$ cat config.mk
export PLATFORM = sky130hd
export DESIGN_NAME = dataMemory
export DESIGN_NICKNAME = d
export VERILOG_FILES = /design/src/design/corePkg.sv /design/src/design/dataMemory.sv
export SDC_FILE = /design/constraint.sdc
export NUM_CORES = 2
export LEC_CHECK = 0
export BUFFER_PORTS_ARGS = -buffer_cell sky130_fd_sc_hd__buf_2
export CORE_AREA = 2 2 456 458
export CTS_CLUSTER_SIZE = 40
export DETAILED_ROUTE_END_ITERATION = 12
export DIE_AREA = 0 0 458 460
export REMOVE_ABC_BUFFERS = 1
export SLEW_MARGIN = 15
export SYNTH_ARGS = -nofsm -noshare
export SYNTH_HDL_FRONTEND = slang
export SYNTH_SLANG_ARGS = --single-unit
$ cat constraint.sdc
create_clock -name clk -period 134.1 [get_ports clk]
set_clock_uncertainty 0.05 [all_clocks]
set_input_delay 6.705 -clock clk [delete_from_list [all_inputs] [get_ports clk]]
set_output_delay 6.705 -clock clk [all_outputs]
set_load 0.01 [all_outputs]
$ cat src/design/corePkg.sv
// Core widths, memory sizes, opcode and ALU encodings, control, program load and retire records
package corePkg;

  localparam int xlen = 64;
  localparam int regAddrW = 5;
  localparam int imemWords = 64;
  localparam int imemAddrW = 6;
  localparam int dmemWords = 32;
  localparam int dmemAddrW = 5;

  typedef logic [xlen-1:0] wordT;
  typedef logic [31:0] instrT;

  typedef enum logic [6:0] {
    opR      = 7'b0110011,
    opLoad   = 7'b0000011,
    opStore  = 7'b0100011,
    opBranch = 7'b1100011,
    opImm    = 7'b0010011
  } opcodeE;

  typedef enum logic [3:0] {
    aluAnd = 4'b0000,
    aluOr  = 4'b0001,
    aluAdd = 4'b0010,
    aluSub = 4'b0110
  } aluOpE;

  typedef enum logic [1:0] {
    brNone,
    brEq,
    brLt,
    brGe
  } branchE;

  typedef struct packed {
    logic   regWrite;
    logic   memToReg;   // Write back load data
    logic   memWrite;
    logic   aluSrcImm;  // Second operand from imm
    branchE branch;
    aluOpE  aluOp;
  } ctrlT;

  typedef struct packed {
    logic                 valid;
    logic [imemAddrW-1:0] wordAddr;
    instrT                instr;
  } progWriteT;

  typedef struct packed {
    logic                 valid;
    wordT                 pc;
    logic                 rdWrite;
    logic [regAddrW-1:0]  rd;
    wordT                 rdData;
    logic                 store;
    logic [dmemAddrW-1:0] storeAddr;
    wordT                 storeData;
  } retireT;

endpackage

$ cat src/design/dataMemory.sv
// Doubleword data memory with reset clearing, clocked store and combinational load
`timescale 1ns/1ps

module dataMemory (
  input  logic          clk,
  input  logic          reset,
  input  corePkg::wordT aluResult,
  input  corePkg::wordT rs2Data,
  input  corePkg::ctrlT ctrl,
  output corePkg::wordT loadData
);

  corePkg::wordT mem [corePkg::dmemWords];
  logic [corePkg::dmemAddrW-1:0] dAddr;

  // Byte offset ignored, index wraps over 32 doublewords
  assign dAddr = aluResult[corePkg::dmemAddrW+2:3];

  always_ff @(posedge clk or posedge reset)
  begin
    if (reset)
    begin
      for (int i = 0; i < corePkg::dmemWords; i++)
      begin
        mem[i] <= '0;
      end
    end
    else if (ctrl.memWrite)
    begin
      mem[dAddr] <= rs2Data;
    end
  end

  assign loadData = mem[dAddr];

endmodule

[After elaboration in Yosys (flattened, before gate mapping)]
Index checks and enable logic that the tools add are counted.
Word-level totals
  flip-flop bits (word level): 2048
  input bits: 140
  word-level logic and storage cells: 42
Operators by class
  magnitude comparators: 2
  multiplexer cells: 6
  bitwise gates (word level): 1
  reduce and logical (&&, ||, !) cells: 1
Operators with widths (number)
  $bwmux W2048: 1
  $bmux W64 S5: 1
  $demux W64 S5: 1
  $mux W64: 3
  $ge A6 B6 Y1 const B: 1
  $lt A6 B1 Y1 const B: 1
  $not A5 Y6: 1
  $logic_and A1 B1 Y1: 1

[Longest topological paths before layout]
  depth in word-level cells: 6
  mapped depth: 8
  gate-level depth less buffers: 4

[Worst setup path after synthesis]
Ideal clock, no wire load.
  path kind: input port to output port
  start point: in aluResult[4]
  end point: out loadData[0]
  arrival time: 8.205 ns
  required time: 127.345 ns
  setup slack: 119.140 ns
  cell stages on the path: 7
  buffers on the path: 3
  cell sequence: buf_2 buf_2 clkbuf_1 mux2i_1 o22ai_1 nor4_1 nand2_1
Between the ends
  word-level cells in the longest chain between the ends: 4
RTL lines
  from (decl): RTL line dataMemory.sv:7  | input corePkg::wordT aluResult,
  $not A5 Y6 (not written as such): RTL line dataMemory.sv:34  | assign loadData = mem[dAddr];
  $bmux W64 S5: RTL line dataMemory.sv:34
  $mux W64 (not written as such) (2 in series): RTL line dataMemory.sv:34
  to (decl): RTL line dataMemory.sv:10  | output corePkg::wordT loadData
No other way between the ends. The select of a mux whose other input is x is not followed.

[Worst setup path after layout]
  start point: in aluResult[4]
  end point: out loadData[48]
Same word-level chain as after synthesis.

==> summary.md <==
| Metric | Value |
|---|---|
| Run status | `finished, final reports clean` |
| Final nets | `6503` |
| Total die area | `0.211 sq mm` |
| Rows | `167` |
| Post-CTS Hold Fix Bufs | `0` |
| Initial antenna violation count | `23` |
| Largest Register | `mem` |
| CP endpoint kind | `primary output` |
| PwrDens | `16.1 mW/mm^2` |
| Largest net degree at the start of global routing | `187` |
| Drt first pass iters | `5` |
| WL final | `258000 um` |
| CP dominant cell by count | `buf_4` |
| Number of synthesized flops with an enable pin | `0` |
| Grt ovf | `0` |
| Syn Area/Cell | `14.1 sq um` |
| Sequential area share after synthesis | `55.7%` |
| Vias | `54.7k` |
| Fill count | `18.0k` |
| Area after DPL | `0.0946 sq mm` |
| DRT iter0 DRCs | `3860` |
| Post-CTS sizing | `0` |
| RSZ-0062 raised after global routing | `false` |
| Worst-Margin Slew | `1.14 ns` |
| Final-report max-slew violation count | `0` |
| Vias in the first global route | `57.3k` |
| Finished Cell Area | `0.102 sq mm` |
| CP max stage delay | `0.83 ns` |
| Worst min path class | `flip-flop to flip-flop` |
| Root buffer cell | `clkbuf_16` |
| Commonest non-fill, non-tap cells in the layout | `2048 x dfrtp_1, 1958 x mux2_2, 1024 x mux2i_1, 512 x o22ai_1, 221 x clkbuf_16` |
| Commonest non-fill, non-tap cell in the layout | `dfrtp_1` |
| Initial Util | `44.6%` |
| CP max stage cell | `buf_4` |
| Cells along the critical path | `buf_12 > buf_4 > buf_4 > buf_4 > buf_12 > mux2i_1 > o22ai_1 > nor4_1 > nand2_1 > buf_2` |
| Core area | `0.206 sq mm` |
| Final setup vio count | `0` |
| Max IR drop VDD | `14.8 uV` |
| IO Pins | `204` |
| Worst-path clk slew | `0.06 ns` |
| MaxCap Viol Count | `0` |
| # Post-CTS Setup Buffers | `0` |
| Regs by FF count | `mem (2048)` |
| Die Wd | `458 um` |
| Main synth FF type | `dfrtp_1` |
| Flops & latches, synth | `2048` |
| Die Y | `460 um` |
| Layout cells sized above 1 | `39.8%` |
| Period Utilization, post-route | `14.1%` |
| H-tree depth | `4` |
| Minimum clock period | `18.91 ns` |
| Skew-Pair Late Insertion Delay | `0.86 ns` |
| Fin. Hold Viols | `0` |
| Total GRT Usage | `24.4%` |
| Average routed wire per standard cell | `27.8 um` |
| Async set-reset flop share out of synthesis | `100%` |
| Mapped Area | `0.0919 sq mm` |
| Crit path arrival time | `12.15 ns` |
| First-pass GRT wire length | `384000 um` |
| Clk buf depth | `3` |
| Syn Inst Count | `6512` |
| WP data required | `127.35 ns` |
| Setup TNS | `0 ns` |
| Static Leakage | `47.8 nW` |
| Synth warn | `0` |
| Largest register FFs | `2048` |
| Antenna Nets Post-Route | `0` |
| TritonCTS Sinks | `2048` |
| TritonCTS buffer count | `217` |
| Rel. slew slack | `24.3%` |
| Worst Setup Start Kind | `primary input` |
| Number of buffers added on ports | `135` |
| Crit Path Class | `primary input to primary output` |
| # DRC | `0` |
| Unique masters post-synth | `32` |
| CP Max Fanout | `123` |
| Area added between synthesis and finish | `10.9%` |
| Post-DP HPWL | `135000 um` |
| TritonCTS clock tree | `done` |
| FMAX | `52.9 MHz` |
| Vias per std cell | `5.91` |
| Routability cong. | `0.743` |
## worst paths after layout
path / start / to / slack, ns / cells after the start
max in group asynchronous: reset / mem[1034] / 122.99 / 7
max reg2reg: mem[1484] / mem[1484] / 133.25 / 1
min in group asynchronous: reset / mem[1592] / 6.00 / 2
min: mem[398] / mem[398] / 0.44 / 1
min reg2reg: mem[398] / mem[398] / 0.44 / 1
max: aluResult[4] / loadData[48] / 115.19 / 10
## worst max-delay path, delay by kind of cell
family / cells / cell delay [ns]
compound gates: 1 / 0.11
buf+inv: 6 / 3.40
mux: 1 / 0.30
simple gates: 2 / 0.82
## power by group
part           switching [mW]  internal (mW)  total (mW)
clock network           0.254          0.357       0.610
logic                   0.103          0.130       0.233
registers              0.0567          0.738       0.795
total                   0.413           1.23        1.64
## cell type report
class	count	area [sq um]	area share, %
Antenna cell	12	30.0	0.0295
Clock buffer	338	6600	6.47
Clock inverter	63	723	0.709
Inverter	1	11.3	0.0110
Multi-Input combinational cell	3841	38300	37.6
Sequential cell	2048	51200	50.3
Tap cell	2704	3380	3.32
Timing Repair Buffer	254	1610	1.58
## per-layer routing
| layer | share of wire [%] | vias up | routed length (um) | GRT usage [%] |
|---|---|---|---|---|
| met4 | 2.6 | 12 | 6810 | 6.92 |
| li1 | - | 23600 | - | - |
| met5 | 0.027 | - | 69 | 0 |
| met1 | 46 | 29600 | 119000 | 34.3 |
| met2 | 47 | 1039 | 122000 | 39.8 |
| met3 | 3.9 | 381 | 10100 | 3.09 |
## Yosys cell counts (all sizes together), types with 5 or more instances
master  instances  area share [%]
clkbuf        371             1.5
mux2         2048              25
nor4          128            0.87
buf           251             1.4
mux2i        1024              11
nand2          78            0.32
dfrtp        2048              56
nor2           14           0.084
nand3           6           0.033
nor3            5           0.069
o22ai         512             3.5
## kinds of logic after synthesis
kind of cell           Yosys count  synth area share (%)
muxes                         3072                  36.2
DFF                           2048                  55.7
buffers and inverters          623                  2.91
AOI/OAI and AO/OA              512                  3.48
and+or+nand+nor                257                  1.64
## stage by stage
stage / setup WS, ns / cells / total power, mW / utilization (%) / hold WS (ns)
after global routing: 115.20 / 9258 / 1.72 / 49.5 / 0.444
after CTS: 115.43 / 9249 / 1.65 / 49.5 / 0.437
final: 115.19 / 9261 / 1.64 / 49.5 / 0.436
after global placement: 115.40 / 8848 / 1.03 / 45.9 / 0.416
after detailed placement: 115.42 / 8848 / 1.04 / 45.9 / 0.424
after floorplan: 69.50 / 5890 / 0.974 / - / 0.407
Power figures use the tool's default switching activity.
