--- src/design/corePkg.sv ---
// Core widths, memory sizes, opcode and ALU encodings, control, program load and retire records
package corePkg;

  localparam int xlen = 64;
  localparam int regAddrW = 5;
  localparam int imemWords = 64;
  localparam int imemAddrW = 6;
  localparam int dmemWords = 32;
  localparam int dmemAddrW = 5;

  typedef logic [xlen-1:0] wordT;
  typedef logic [31:0] instrT;

  typedef enum logic [6:0] {
    opR      = 7'b0110011,
    opLoad   = 7'b0000011,
    opStore  = 7'b0100011,
    opBranch = 7'b1100011,
    opImm    = 7'b0010011
  } opcodeE;

  typedef enum logic [3:0] {
    aluAnd = 4'b0000,
    aluOr  = 4'b0001,
    aluAdd = 4'b0010,
    aluSub = 4'b0110
  } aluOpE;

  typedef enum logic [1:0] {
    brNone,
    brEq,
    brLt,
    brGe
  } branchE;

  typedef struct packed {
    logic   regWrite;
    logic   memToReg;   // Write back load data
    logic   memWrite;
    logic   aluSrcImm;  // Second operand from imm
    branchE branch;
    aluOpE  aluOp;
  } ctrlT;

  typedef struct packed {
    logic                 valid;
    logic [imemAddrW-1:0] wordAddr;
    instrT                instr;
  } progWriteT;

  typedef struct packed {
    logic                 valid;
    wordT                 pc;
    logic                 rdWrite;
    logic [regAddrW-1:0]  rd;
    wordT                 rdData;
    logic                 store;
    logic [dmemAddrW-1:0] storeAddr;
    wordT                 storeData;
  } retireT;

endpackage

--- src/design/execUnit.sv ---
// ALU and branch-taken decision
`timescale 1ns/1ps

module execUnit (
  input  corePkg::wordT rs1Data,
  input  corePkg::wordT rs2Data,
  input  corePkg::wordT imm,
  input  corePkg::ctrlT ctrl,
  output corePkg::wordT aluResult,
  output logic          branchTaken
);

  corePkg::wordT opB;
  logic eq;
  logic lt;

  assign opB = ctrl.aluSrcImm ? imm : rs2Data;

  // Branches compare the register operands, signed
  assign eq = (rs1Data == rs2Data);
  assign lt = ($signed(rs1Data) < $signed(rs2Data));

  always_comb
  begin
    case (ctrl.aluOp)
      corePkg::aluAnd: aluResult = rs1Data & opB;
      corePkg::aluOr:  aluResult = rs1Data | opB;
      corePkg::aluAdd: aluResult = rs1Data + opB;
      corePkg::aluSub: aluResult = rs1Data - opB;
      default:         aluResult = '0;
    endcase
  end

  always_comb
  begin
    case (ctrl.branch)
      corePkg::brEq: branchTaken = eq;
      corePkg::brLt: branchTaken = lt;
      corePkg::brGe: branchTaken = !lt;
      default:       branchTaken = 1'b0;
    endcase
  end

endmodule

--- config.mk ---
export PLATFORM = sky130hd
export DESIGN_NAME = execUnit
export DESIGN_NICKNAME = d
export VERILOG_FILES = /design/src/design/corePkg.sv /design/src/design/execUnit.sv
export SDC_FILE = /design/constraint.sdc
export NUM_CORES = 1
export LEC_CHECK = 0
export ABC_AREA = 1
export BUFFER_PORTS_ARGS = -buffer_cell sky130_fd_sc_hd__buf_2
export CELL_PAD_IN_SITES_DETAIL_PLACEMENT = 1
export CELL_PAD_IN_SITES_GLOBAL_PLACEMENT = 1
export CORE_AREA = 2 2 171 173
export DETAILED_ROUTE_END_ITERATION = 7
export DIE_AREA = 0 0 173 175
export GPL_TIMING_DRIVEN = 0
export PLACE_DENSITY = 0.93
export SLEW_MARGIN = 20
export SYNTH_ARGS = -nofsm -noshare
export SYNTH_HDL_FRONTEND = slang
export SYNTH_SLANG_ARGS = --single-unit
--- constraint.sdc ---
create_clock -name vclk -period 8.2
set_input_delay 0 -clock vclk [all_inputs]
set_output_delay 0 -clock vclk [all_outputs]
set_load 0.01 [all_outputs]
# After elaboration in Yosys (flattened, before gate mapping)
# Index checks and enable logic that the tools add are counted.
[op_classes]
add_sub_neg = 2
n_shift = 0
reduce_logical = 2
n_mux = 3
bitwise_logic = 2
order_cmp = 1
eq_ne = 7
multipliers = 0
n_div = 0
[ops]
columns = ["op", "count"]
rows = [
  ["case mux 64 bit (4 select lines)", 1],
  ["adder 64 bit", 1],
  ["bitwise AND 64 bit", 1],
  ["== test 64 bit", 1],
  ["< comparator 64 bit", 1],
  ["two-way mux 64 bit", 1],
  ["bitwise OR 64 bit", 1],
  ["subtractor 64 bit", 1],
  ["== test 2 bit, second input constant", 2],
  ["== test 4 x 1 -> 1 bit, second input constant", 1],
  ["== test 4 x 2 -> 1 bit, second input constant", 1],
  ["== test 4 x 3 -> 1 bit, second input constant", 1],
  ["zero test 4 bit", 1],
  ["case mux 1 bit (3 select lines)", 1],
  ["== test 2 x 1 -> 1 bit, second input constant", 1],
  ["zero test 1 bit", 1],
]
[totals]
ramBits = 0
ff_bits = 0
mem_bits_ro = 0
latchBits = 0
input_bits = 202
elab_cells = 17
memories = 0
output_inout_bits = 65

# Longest topological paths before layout
[depth]
word_depth = 3
mapped_depth = 29
mapped_depth_nobuf = 27

# Worst setup path before layout
# OpenSTA, ideal clock, no wires.
[synth_path]
kind = "in2out"
startpoint = "input ctrl[6] in the netlist's numbering"
endpoint = "output aluResult[59]"
n_path_buf = 3
slack_ps = 5142
arrival_time_ps = 3058
t_required_ps = 8200
path_stages = 25
path_cell_list = "buf_6 buf_8 buf_6 nand2_4 o21ai_4 ha_1 nand2_1 nor2_4 nand4_2 nor2_2 nand3_1 nand2_1 nand2_1 xnor2_1 ha_1 nand2_1 nor2_1 inv_1 nor2_1 nand2_1 nor3_1 nand2_1 nand3_1 nand2_1 o21ai_0"
[synth_between]
elab_chain_len = 3
elab_cells_between_ends = 6
classes_between = "add/sub: 2; mux: 2; bitwise: 2"
[synth_lines]
columns = ["item", "line", "text"]
rows = [
  ["start, declared", "execUnit.sv:8", "input corePkg::ctrlT ctrl,"],
  ["two-way mux 64 bit (*)", "execUnit.sv:17", "assign opB = ctrl.aluSrcImm ? imm : rs2Data;"],
  ["subtractor 64 bit (tied with other cells)", "execUnit.sv:29", "corePkg::aluSub: aluResult = rs1Data - opB;"],
  ["case mux 64 bit (4 select lines) (*)", "execUnit.sv:25", "case (ctrl.aluOp)"],
  ["end, declared", "execUnit.sv:9", "output corePkg::wordT aluResult,"],
]
# Every way passes the cells marked *; elsewhere a longest branch is shown, timed or not.

# Final worst setup path
[layout_path]
startpoint = "input ctrl[0] in the netlist's numbering"
endpoint = "output aluResult[59]"
[layout_between]
elab_chain_len = 2
elab_cells_between_ends = 5
classes_between = "eq/ne: 3; mux: 1; reduce/logical: 1"
[layout_lines]
columns = ["item", "line"]
rows = [
  ["== test 4 x 3 -> 1 bit (tied with other cells)", "execUnit.sv:25"],
  ["case mux 64 bit (4 select lines) (*)", "execUnit.sv:25"],
]
# Marked as above.

==> results.md <==
* Sum Neg Setup Slack at 0 ns
* Site Rows at 62
* Worst-Margin Slew at 1.16 ns
* Initial Utilization at 0.394
* Critical path startpoint category: input pin
* Fillers at 4,396
* Tot GR Track Use at 0.406
* Via Count at 16,300
* HPWL after detailed placement at approximately 57 mm
* Port bufs at 262
* CORE AREA at 0.0284 mm²
* Area of the mapped netlist at 0.0112 mm²
* Gate power share at 1.000
* DRT antenna net count at 0
* DR iter-0 viols at 1,449
* Mean area per synthesized cell at 5.07 µm²
* Unrepaired setup endpoints after global routing: no
* Critical path fanouts, max at 10
* Sw Pwr at 0.000716 W
* Final hold vios at 0
* First-pass GRT wire length at ~94 mm
* MaxCap Viol Count at 0
* Unique masters post-synth at 43
* Largest net degree at the start of global routing at 11
* Fin crit period at 5.49 ns
* Yosys warns at 0
* Slew Limit Fails at 0
* Share of Yosys cell area claimed by the top area cell type at 0.237
* GPL Wtd Cong at 1.01
* Initial antenna violation count at 0
* Fin nets at 2,804
* Post-Route WL at 63.8 mm
* Setup bufs post-CTS at 0
* Pwr Density at ~80 mW/mm²
* DR DRC count at 0
* Worst Setup End Kind: output port
* Clock power share at 0
* Post-Synthesis Cells at 2,207
* Die X at approximately 170 µm
* Status: complete, no violations
* Final setup viols at 0
* Post-Syn Nets at 2,540
* Synth top cells by count: 705 x nand2_1, 289 x inv_1, 283 x nor2_1, 182 x nand3_1, 142 x a21oi_1
* Die Area at 0.0303 mm²
* Seq/Total Area, Yosys at 0
* Lkg Pwr at 7.04 nW
* Top cells by area, synth: nand2_1 24%, ha_1 15%, inv_1 9.7%
* Die height at 175 µm
* Core Util, Final at 0.457
* Final period utilization at 0.670
* Io pins at 267
* Sequential share of power at 0
* Setup ws final at 2.71 ns
* Hold_buf cts at 0
* WL/cell at about 22 µm
* Most frequent cell after synthesis: nand2_1
* Pre-CTS WS at 3.10 ns
* Post_cts resized at 0
* Arrival time worst endpoint at about 5.5 ns
* Cell internal pwr at 0.000323 W
* Seq Cell Count at 0
* Hold Crit Class: in2out
* Sequential cell area at 0 µm²
* Share of cells above drive strength 1 at 0.142
* Worst path required time at 8.20 ns
* Sw frac at 0.689
* Max Freq at 182 MHz
* Layout area overhead at 16.0%
* Max-slew headroom at 0.222
* Clock Buffer Count at 0
* First-pass DRT Iterations at 5
* Worst Path Class, Setup: in2out
* Grt ovf at 0
* Cell taking the most area after synthesis: nand2_1
* Vias in the first global route at approximately 16,000
* Total power at between 0.001 and 0.0015 W
* Via density at approximately 5.7
* VDD IR max at 0.0367 mV
==> power by group through the flow <==
stage,sequential [W],clock (W),combinational (W)
floorplan,0,0,0.000622
global placement,0,0,0.000966
detailed placement,0,0,0.000999
CTS,0,0,0.00100
global route,0,0,0.00113
finish,0,0.0000000000163,0.00104
==> cells in the final DEF, fill, tap and decap left out, types with 4 or more instances in the layout <==
cell type  count
nand2_1      705
inv_1        289
nor2_1       283
buf_2        267
nand3_1      182
a21oi_1      142
o21ai_0      135
ha_1         130
xor2_1        40
o21ai_1       30
nor3_1        24
nand4_1       23
xnor2_1       23
maj3_1        23
clkbuf_1      22
o21bai_1      16
or2_2         15
nor2_2        14
nand3b_1      14
nand2_2       13
buf_6         10
inv_2          8
o21a_1         8
o211ai_1       8
nor2_4         5
o21ai_2        4
nor3_2         4
nand2_4        4
and2_1         4
nor4_1         4
a21o_1         4
==> cell families (layout without fill, tap and decap cells) <==
family / count (synthesis) / count (layout) / synth area share
other cells: 0 / 1 / 0
fa+ha+maj: 154 / 154 / 0.168
compound gates: 353 / 353 / 0.170
buf+inv: 338 / 600 / 0.122
simple gates: 1299 / 1299 / 0.491
xor+xnor: 63 / 63 / 0.0493
==> area by class of cell <==
type,instances,area [µm²],area share
Antenna cell,1,2.50,0.000193
Buffer,40,243,0.0187
Inverter,298,1120,0.0864
Multi-Input combinational cell,1869,9820,0.757
Tap cell,384,480,0.0370
Timing Repair Buffer,262,1310,0.101
==> per-layer routing <==
layer,part of all wire,GRT usage,wire length [µm],vias to the layer above
met1,0.45,0.574,28800,7783
met5,0,0,0,-
li1,-,-,-,7675
met2,0.43,0.655,27400,749
met3,0.083,0.0331,5320,114
met4,0.036,0.120,2290,0
==> worst max-delay path: stages <==
cell and delay [ns]:
clkbuf_1 0.66, nor3_2 0.18, inv_2 0.23, nor2_1 0.12
inv_1 0.10, buf_2 0.27, buf_1 0.55, nand2_1 0.10
o21ai_0 0.37, inv_1 0.11, ha_1 0.34, nand3_1 0.08
nand2_1 0.20, nand2_1 0.09, nand2_1 0.14, a21oi_1 0.18
o21ai_0 0.91, nand2_1 0.28, nand3_1 0.15, nand2_1 0.06
o21ai_0 0.17, buf_2 0.16
==> metrics by stage <==
step | hold slack, ns | cells | area (µm²)
2_1_floorplan | 0.0815 | 2207 | 11200
3_3_place_gp | 0.299 | 2853 | 13000
3_5_place_dp | 0.297 | 2853 | 13000
4_1_cts | 0.299 | 2853 | 13000
5_1_grt | 0.323 | 2853 | 13000
6_report | 0.300 | 2854 | 13000
==> final timing paths <==
check	slack [ns]	endpoint	depth (start not counted)	start
worst max-delay path	2.71	aluResult[59]	22	ctrl[0]
worst min-delay path	0.30	branchTaken	3	ctrl[5]
Power figures use the tool's default switching activity.
