## config.mk

```make
export PLATFORM = sky130hd
export DESIGN_NAME = instrDecoder
export DESIGN_NICKNAME = d
export VERILOG_FILES = /design/src/design/corePkg.sv /design/src/design/instrDecoder.sv
export SDC_FILE = /design/constraint.sdc
export NUM_CORES = 1
export LEC_CHECK = 0
export ABC_AREA = 1
export BUFFER_PORTS_ARGS = -buffer_cell sky130_fd_sc_hd__buf_2
export CAP_MARGIN = 10
export CORE_MARGIN = 2
export CORE_UTILIZATION = 33
export DETAILED_ROUTE_END_ITERATION = 7
export GPL_TIMING_DRIVEN = 0
export PLACE_DENSITY_LB_ADDON = 0.15
export SLEW_MARGIN = 10
export SYNTH_ARGS = -nofsm -noshare
export SYNTH_HDL_FRONTEND = slang
export SYNTH_SLANG_ARGS = --single-unit
export TNS_END_PERCENT = 10
```

## constraint.sdc

```tcl
create_clock -name vclk -period 1.2
set_input_delay 0.24 -clock vclk [all_inputs]
set_output_delay 0.24 -clock vclk [all_outputs]
set_load 0.02 [all_outputs]
```

## src/design/corePkg.sv

```systemverilog
// Core widths, memory sizes, opcode and ALU encodings, control, program load and retire records
package corePkg;

  localparam int xlen = 64;
  localparam int regAddrW = 5;
  localparam int imemWords = 64;
  localparam int imemAddrW = 6;
  localparam int dmemWords = 32;
  localparam int dmemAddrW = 5;

  typedef logic [xlen-1:0] wordT;
  typedef logic [31:0] instrT;

  typedef enum logic [6:0] {
    opR      = 7'b0110011,
    opLoad   = 7'b0000011,
    opStore  = 7'b0100011,
    opBranch = 7'b1100011,
    opImm    = 7'b0010011
  } opcodeE;

  typedef enum logic [3:0] {
    aluAnd = 4'b0000,
    aluOr  = 4'b0001,
    aluAdd = 4'b0010,
    aluSub = 4'b0110
  } aluOpE;

  typedef enum logic [1:0] {
    brNone,
    brEq,
    brLt,
    brGe
  } branchE;

  typedef struct packed {
    logic   regWrite;
    logic   memToReg;   // Write back load data
    logic   memWrite;
    logic   aluSrcImm;  // Second operand from imm
    branchE branch;
    aluOpE  aluOp;
  } ctrlT;

  typedef struct packed {
    logic                 valid;
    logic [imemAddrW-1:0] wordAddr;
    instrT                instr;
  } progWriteT;

  typedef struct packed {
    logic                 valid;
    wordT                 pc;
    logic                 rdWrite;
    logic [regAddrW-1:0]  rd;
    wordT                 rdData;
    logic                 store;
    logic [dmemAddrW-1:0] storeAddr;
    wordT                 storeData;
  } retireT;

endpackage

```

## src/design/instrDecoder.sv

```systemverilog
// Instruction field split, main control, ALU control and immediate generation
`timescale 1ns/1ps

module instrDecoder (
  input  corePkg::instrT               instr,
  output corePkg::ctrlT                ctrl,
  output corePkg::wordT                imm,
  output logic [corePkg::regAddrW-1:0] rs1,
  output logic [corePkg::regAddrW-1:0] rs2,
  output logic [corePkg::regAddrW-1:0] rd
);

  corePkg::opcodeE opcode;
  logic [2:0] funct3;
  logic [6:0] funct7;
  logic rValid;
  corePkg::aluOpE rAluOp;

  assign opcode = corePkg::opcodeE'(instr[6:0]);
  assign rd = instr[11:7];
  assign funct3 = instr[14:12];
  assign rs1 = instr[19:15];
  assign rs2 = instr[24:20];
  assign funct7 = instr[31:25];

  // ALU control for R-type
  always_comb
  begin
    rValid = 1'b1;
    rAluOp = corePkg::aluAdd;
    case (funct3)
      3'b000: rAluOp = funct7[5] ? corePkg::aluSub : corePkg::aluAdd;
      3'b111: rAluOp = corePkg::aluAnd;
      3'b110: rAluOp = corePkg::aluOr;
      default: rValid = 1'b0;
    endcase
  end

  // Main control, anything not matched stays a no-op
  always_comb
  begin
    ctrl = '0;
    case (opcode)
      corePkg::opR:
      begin
        ctrl.regWrite = rValid;
        ctrl.aluOp = rValid ? rAluOp : corePkg::aluAnd;
      end
      corePkg::opImm:
      begin
        if (funct3 == 3'b000)  // addi
        begin
          ctrl.regWrite = 1'b1;
          ctrl.aluSrcImm = 1'b1;
          ctrl.aluOp = corePkg::aluAdd;
        end
      end
      corePkg::opLoad:
      begin
        if (funct3 == 3'b011)  // ld
        begin
          ctrl.regWrite = 1'b1;
          ctrl.memToReg = 1'b1;
          ctrl.aluSrcImm = 1'b1;
          ctrl.aluOp = corePkg::aluAdd;
        end
      end
      corePkg::opStore:
      begin
        if (funct3 == 3'b011)  // sd
        begin
          ctrl.memWrite = 1'b1;
          ctrl.aluSrcImm = 1'b1;
          ctrl.aluOp = corePkg::aluAdd;
        end
      end
      corePkg::opBranch:
      begin
        case (funct3)
          3'b000: ctrl.branch = corePkg::brEq;
          3'b100: ctrl.branch = corePkg::brLt;
          3'b101: ctrl.branch = corePkg::brGe;
          default: ctrl.branch = corePkg::brNone;
        endcase
      end
      default: ctrl = '0;
    endcase
  end

  always_comb
  begin
    case (opcode)
      corePkg::opStore:
        imm = {{(corePkg::xlen-12){instr[31]}}, instr[31:25], instr[11:7]};
      corePkg::opBranch:
        imm = {{(corePkg::xlen-12){instr[31]}}, instr[7], instr[30:25], instr[11:8], 1'b0};
      default:
        imm = {{(corePkg::xlen-12){instr[31]}}, instr[31:20]};  // I-type
    endcase
  end

endmodule

```

=== Word level (Yosys, flattened, before mapping) ===
Cells that the tools add are included.

* Flip-flop bits (word level): 0
* Memory bits (read-only): 0
* Output and inout bits: 89
* Memories: 0
* Input bits: 32
* Bits in latches: 0
* Memory bits (writable): 0
* Word-level logic and storage cells: 30

* $mul: 0
* Muxes and demuxes: 17
* Div/mod/pow operators: 0
* Bitwise operators: 0
* Shift operators: 0
* Magnitude comparators: 0
* Equal/unequal tests: 10
* Add/subtract/negate cells: 0
* Reductions and logical operators: 3

{| class="wikitable"
|+ Operators by type and width
! operator !! count
|-
| 12-bit case mux with 2 select lines || 1
|-
| 7-bit by 6-bit == test with 1-bit output, second input constant || 2
|-
| 3-bit == test, second input constant || 4
|-
| 4-bit case mux with 3 select lines || 1
|-
| 3-bit case mux with 3 select lines || 1
|-
| 2-bit 2-to-1 mux || 4
|-
| 7-bit by 2-bit == test with 1-bit output, second input constant || 1
|-
| 7-bit by 5-bit == test with 1-bit output, second input constant || 1
|-
| 7-bit == test, second input constant || 1
|-
| 1-bit case mux with 3 select lines || 2
|-
| 2-bit case mux with 3 select lines || 1
|-
| 1-bit 2-to-1 mux || 5
|-
| 4-bit 2-to-1 mux || 1
|-
| 3-bit by 2-bit == test with 1-bit output, second input constant || 1
|-
| 3-bit zero test || 1
|-
| 3-bit 2-to-1 mux || 1
|-
| 3-bit OR reduction || 1
|-
| 2-bit OR reduction || 1
|}

=== Logic depth before layout (Yosys ltp) ===
Gate-level depths: netlist (run 1).

* Word-level depth: 5
* Gate-level depth with buffers: 7
* Depth with buffers taken out: 7

=== Least setup slack after synthesis (run 1) ===
OpenSTA, ideal clock, no wires.

* Kind: input port to output port
* Start: input port instr[1]
* End: output port ctrl[5] in the netlist's numbering
* Stages on the path: 4
* Data required time: 0.960 ns
* Arrival: 0.960 ns
* Setup slack: 0.000 ns
* Cell sequence: nand2_2 > nor3_4 > nand2_2 > nor3_2

{| class="wikitable"
|+ RTL lines
! item !! RTL line !! RTL
|-
| start, declared || instrDecoder.sv:5 || <nowiki>input corePkg::instrT instr,</nowiki>
|-
| end, declared || instrDecoder.sv:6 || <nowiki>output corePkg::ctrlT ctrl,</nowiki>
|}

==> out/qor.csv, run 1 <==
metric,value,unit
Initial Util,35.39,%
crit path capture type,output pin,
post-route clock period utilization,108.3,%
"Cell Area, Synth",884.6,um^2
Syn-to-layout area delta,89.53,%
vias in the first global route,910,
total track usage,14.12,%
Final Wtd Congestion,0.7349,
Synthesized Nets,173,
Final Hold Fails,0,
Antenna Nets Post-Route,0,
Filler Cells Inserted,260,
Final WS setup,-0.09918,ns
HP Class,input port to output pin,
RSZ-0062 raised after global routing,yes,
power per cell area,398.3,nW/um^2
Routed WL,2511,um
flip-flop and latch area,0,um^2
fmax,0.7697,GHz
status,"complete, but fails checks",
Max Cap Viol,0,
hold_buf cts,0,
Synth Instances,141,
warnings from Yosys,0,
critical path's most frequent cell,buf_6,
DP HPWL,1934,um
Crit-path slowest cell,buf_4,
DRC Markers,0,
"Seq/Total Area, Yosys",0,%
Final Setup Violations,14,
VDD IR max,0.3830,mV
core area,2500,um^2
WS Path Type,input port to output pin,
die height,55.78,um
initial drt markers,6,
largest net degree at the start of global routing,54,
gr ovfl total,0,
pre-CTS WS,-0.2942,ns
syn avg cell area,6.274,um^2
die area,3111,um^2
number of clock buffers in the layout,0,
Port Buffer Count,110,
failing checks,setup timing,
Seq cells,0,
crit-path max cell delay,0.14,ns
Diodes inserted,0,
static leakage,1.098,nW
Fin Setup TNS,-0.9312,ns
die width,55.78,um
"Buf+Inv Stages, Crit Path",4,
critical path cell sequence,buf_6 -> inv_4 -> nand2_4 -> nor2_8 -> buf_4 -> nand3_2 -> nor2_2 -> buf_6,
final period demand of the worst path,1.299,ns
first-pass GRT wire length,3850,um
DR WL/cell,8.811,um
"commonest non-fill, non-tap cells in the layout","buf_2, buf_4, nand2_1",
synth unique cells,15,
Setup crit start kind,input port,
cell family with most CP delay,simple AND/OR/NAND/NOR gates,
Via density,3.754,
DR pass1 iterations,4,
"commonest non-fill, non-tap cell in the layout",buf_2,
vias,1070,
CP max FO,4,
Row Count,18,
Pins Over Slew Limit,0,
initial antenna violation count,0,
Critical Path AT,1.06,ns
layout net count,289,
layout cells sized above 1,83.53,%
WP data required,0.96,ns
I/O Pins,121,
-- cells in the mapped netlist --
| cell type | number | area share (%) |
|---|---|---|
| buf_4 | 74 | 63 |
| nand2_1 | 24 | 10 |
| inv_1 | 12 | 5.1 |
| nand3_1 | 10 | 5.7 |
| nor2_1 | 8 | 3.4 |
| nand2_2 | 4 | 2.8 |
| conb_1 | 1 | 0.42 |
| nand2_4 | 1 | 1.3 |
| nand4_1 | 1 | 0.71 |
| nor2_4 | 1 | 1.3 |
| nor2_8 | 1 | 2.3 |
| nor3_1 | 1 | 0.57 |
| nor3_2 | 1 | 1.1 |
| nor3_4 | 1 | 1.8 |
| o21ai_0 | 1 | 0.57 |
-- logic make-up (layout without fill, tap and decap cells) --
logic type / count (synthesis) / count (layout) / share of synthesized area, %
buf+inv: 86 / 200 / 67.89
simple gates: 53 / 53 / 31.12
other cells: 1 / 1 / 0.4239
compound gates: 1 / 1 / 0.5652
-- per-stage QoR --
stage / instances / hold slack, ns / utilization (%) / cell area, um^2 / power, mW
detailed placement: 281 / 0.6983 / 58.91 / 1473 / 0.6275
finish: 285 / 0.6970 / 67.07 / 1677 / 0.6677
CTS: 284 / 0.6984 / 64.16 / 1604 / 0.6537
floorplan: 141 / 0.5310 / - / 884.6 / 0.4251
global placement: 281 / 0.6973 / 58.91 / 1473 / 0.6252
global route: 285 / 0.7012 / 67.07 / 1677 / 0.7112
-- path summary, 6_finish.rpt --
path / from / end / slack, ns / cells after the start
hold / removal: instr[15] / rs1[0] / 0.70 / 2
setup / recovery: instr[2] / ctrl[2] / -0.1 / 8
-- final cells by class --
class,instances,area [um^2],share of cell area (%)
repair buffers,114,694.4,41.42
plain buffers,74,555.5,33.13
multi-input cells,55,339.1,20.22
inverters,12,50.05,2.985
well taps,30,37.54,2.239
-- repair_timing --
item,CTS,global route
endpoints found under the setup margin,67,15
pin swaps,10,10
setup buffers,3,1
gates resized for setup,31,22
-- power breakdown --
| part | switching, mW | total (mW) | internal, mW |
|---|---|---|---|
| logic | 0.356 | 0.668 | 0.311 |
| clock network | 0 | 0 | 0 |
| registers | 0 | 0 | 0 |
-- metal layers --
layer / vias up / wire (um) / GRT usage, %
met5: - / 0 / 0
met3: 0 / 354 / 3.488
met2: 70 / 1290 / 28.06
met1: 420 / 866 / 15.53
li1: 580 / - / -
met4: 0 / 0 / 0.6969
Note: power is estimated with default switching activity, not from simulation.
==> inputs of run 2 (changes only) <==
--- a/config.mk
+++ b/config.mk
@@ -9,9 +9,8 @@
 export BUFFER_PORTS_ARGS = -buffer_cell sky130_fd_sc_hd__buf_2
 export CAP_MARGIN = 10
 export CORE_MARGIN = 2
-export CORE_UTILIZATION = 33
+export CORE_UTILIZATION = 35
 export DETAILED_ROUTE_END_ITERATION = 7
-export GPL_TIMING_DRIVEN = 0
 export PLACE_DENSITY_LB_ADDON = 0.15
 export SLEW_MARGIN = 10
 export SYNTH_ARGS = -nofsm -noshare
==> constraint.sdc (replaced) <==
create_clock -name vclk -period 1.6
set_input_delay 0.32 -clock vclk [all_inputs]
set_output_delay 0.32 -clock vclk [all_outputs]
set_load 0.02 [all_outputs]
==> run 2 against run 1 <==
The run now ends clean. Sequential cell count unchanged. Final area is 46% lower. Combinational power shrank 54%. Count of clock-buffer cells in the layout did not move. Die area fell by 5.3%. Worst setup slack gained 0.15 ns. Non-clock buffer count fell by 87. Total power down 54%. Largest power group unchanged. Via count down 29%. Global-route usage fell by 4.7 points.
==> out/qor.csv, run 2 (synthesis results as in run 1) <==
metric,value,unit,change
RSZ-0062 raised after global routing,yes,,
Hold WS,0.6400,ns,-0.05699 ns
"commonest non-fill, non-tap cells in the layout","buf_2, nand2_1, inv_1",,
layout net count,202,,-30%
final instance area,905.9,um^2,-46%
die height,54.28,um,-2.7%
vias in the first global route,571,,-37%
flip-flop and latch area,0,um^2,unchanged
VDD IR max,0.2205,mV,-42%
initial drt markers,4,,-2
power per cell area,339.3,nW/um^2,-15%
HP Class,input port to output pin,,
core area,2432,um^2,-2.7%
Filler Cells Inserted,286,,+10%
layout cells sized above 1,66.67,%,-17 points
Setup crit start kind,input port,,
Diodes inserted,0,,unchanged
WS Path Type,input port to output pin,,
Initial Util,36.37,%,+0.98 points
Final Hold Fails,0,,unchanged
Final Setup Violations,0,,-14
"commonest non-fill, non-tap cell in the layout",buf_2,,
DR pass1 iterations,4,,unchanged
Final Wtd Congestion,0.7381,,+0.44%
fmax,0.6447,GHz,
Via density,3.864,,+2.9%
hold_buf cts,0,,unchanged
largest net degree at the start of global routing,54,,unchanged
DP HPWL,1493,um,-23%
Antenna Nets Post-Route,0,,unchanged
WP data required,1.28,ns,+0.32 ns
DRC Markers,0,,unchanged
first-pass GRT wire length,2214,um,-42%
post-route clock period utilization,96.95,%,
total track usage,9.421,%,-4.7 points
static leakage,0.6642,nW,-40%
Row Count,18,,unchanged
Max Cap Viol,0,,unchanged
Seq cells,0,,unchanged
crit path capture type,output pin,,
gr ovfl total,0,,unchanged
I/O Pins,121,,unchanged
Port Buffer Count,100,,-9.1%
Routed WL,1681,um,-33%
DR WL/cell,8.490,um,-3.6%
Area after DPL,887.1,um^2,-40%
die area,2946,um^2,-5.3%
vias,765,,-29%
die width,54.28,um,-2.7%
status,finished clean,,
Pins Over Slew Limit,0,,unchanged
number of clock buffers in the layout,0,,unchanged
Syn-to-layout area delta,2.405,%,
Critical Path AT,1.23,ns,+0.17 ns
final period demand of the worst path,1.551,ns,
initial antenna violation count,0,,unchanged
CP max FO,5,,+1
## run 2: changes by cell type in the layout (fill, tap and decap cells not counted), moves of 3 or more
| cell | previous run | this run |
|---|---|---|
| buf_6 | 15 | 1 |
| inv_1 | 6 | 11 |
| nand3_2 | 4 | 0 |
| inv_2 | 4 | 1 |
| nand3_1 | 6 | 10 |
| buf_4 | 80 | 2 |
| nor2_1 | 4 | 7 |
| buf_2 | 92 | 97 |
## run 2: timing repair
item	in CTS	in global routing
buffers inserted	0	0
resized for setup	0	7
endpoints found under the setup margin	0	6
## run 2: final timing paths
check / startpoint / to / slack [ns] / cells after the start
worst max-delay path: instr[4] / ctrl[5] / 0.05 / 7
worst min-delay path: instr[15] / rs1[0] / 0.64 / 0
## run 2: final cells by class
cell class / instances / area [um^2] / share of cell area [%]
multi-input cells: 55 / 291.5 / 32.18
inverters: 12 / 45.04 / 4.972
repair buffers: 101 / 531.8 / 58.70
well taps: 30 / 37.54 / 4.144
## run 2: report_power, final
part	internal (mW)	total (mW)	switching, mW
registers	0	0	0
clock network	0	0	0
logic	0.0998	0.307	0.208
total	0.0998	0.307	0.208
## run 2: worst max-delay path, cell delays in order
cell and delay (ns):
buf_2 0.12, inv_1 0.06, nand2_2 0.07, nor3_4 0.26, nand2_2 0.10, nor3_2 0.13, buf_4 0.17
## run 2: routing by layer
layer  wire length, um  vias to the layer above  global-route usage [%]
li1                  -                      408                       -
met1               611                      302                   10.66
met2               830                       49                   18.88
met3               219                        6                   1.093
met4                20                        0                   1.250
met5                 0                        -                       0
## run 2: metrics by stage
step / instances / worst slack (ns) / total power [mW] / TNS (ns) / utilization, %
3_5_place_dp: 198 / 0.03424 / 0.3060 / 0 / 36.47
5_1_grt: 198 / -0.03551 / 0.3385 / -0.08204 / 37.24
2_1_floorplan: 141 / 0.2404 / 0.3188 / 0 / -
6_report: 198 / 0.04885 / 0.3074 / 0 / 37.24
3_3_place_gp: 198 / 0.01973 / 0.3063 / 0 / 36.47
4_1_cts: 198 / 0.02778 / 0.3063 / 0 / 36.47
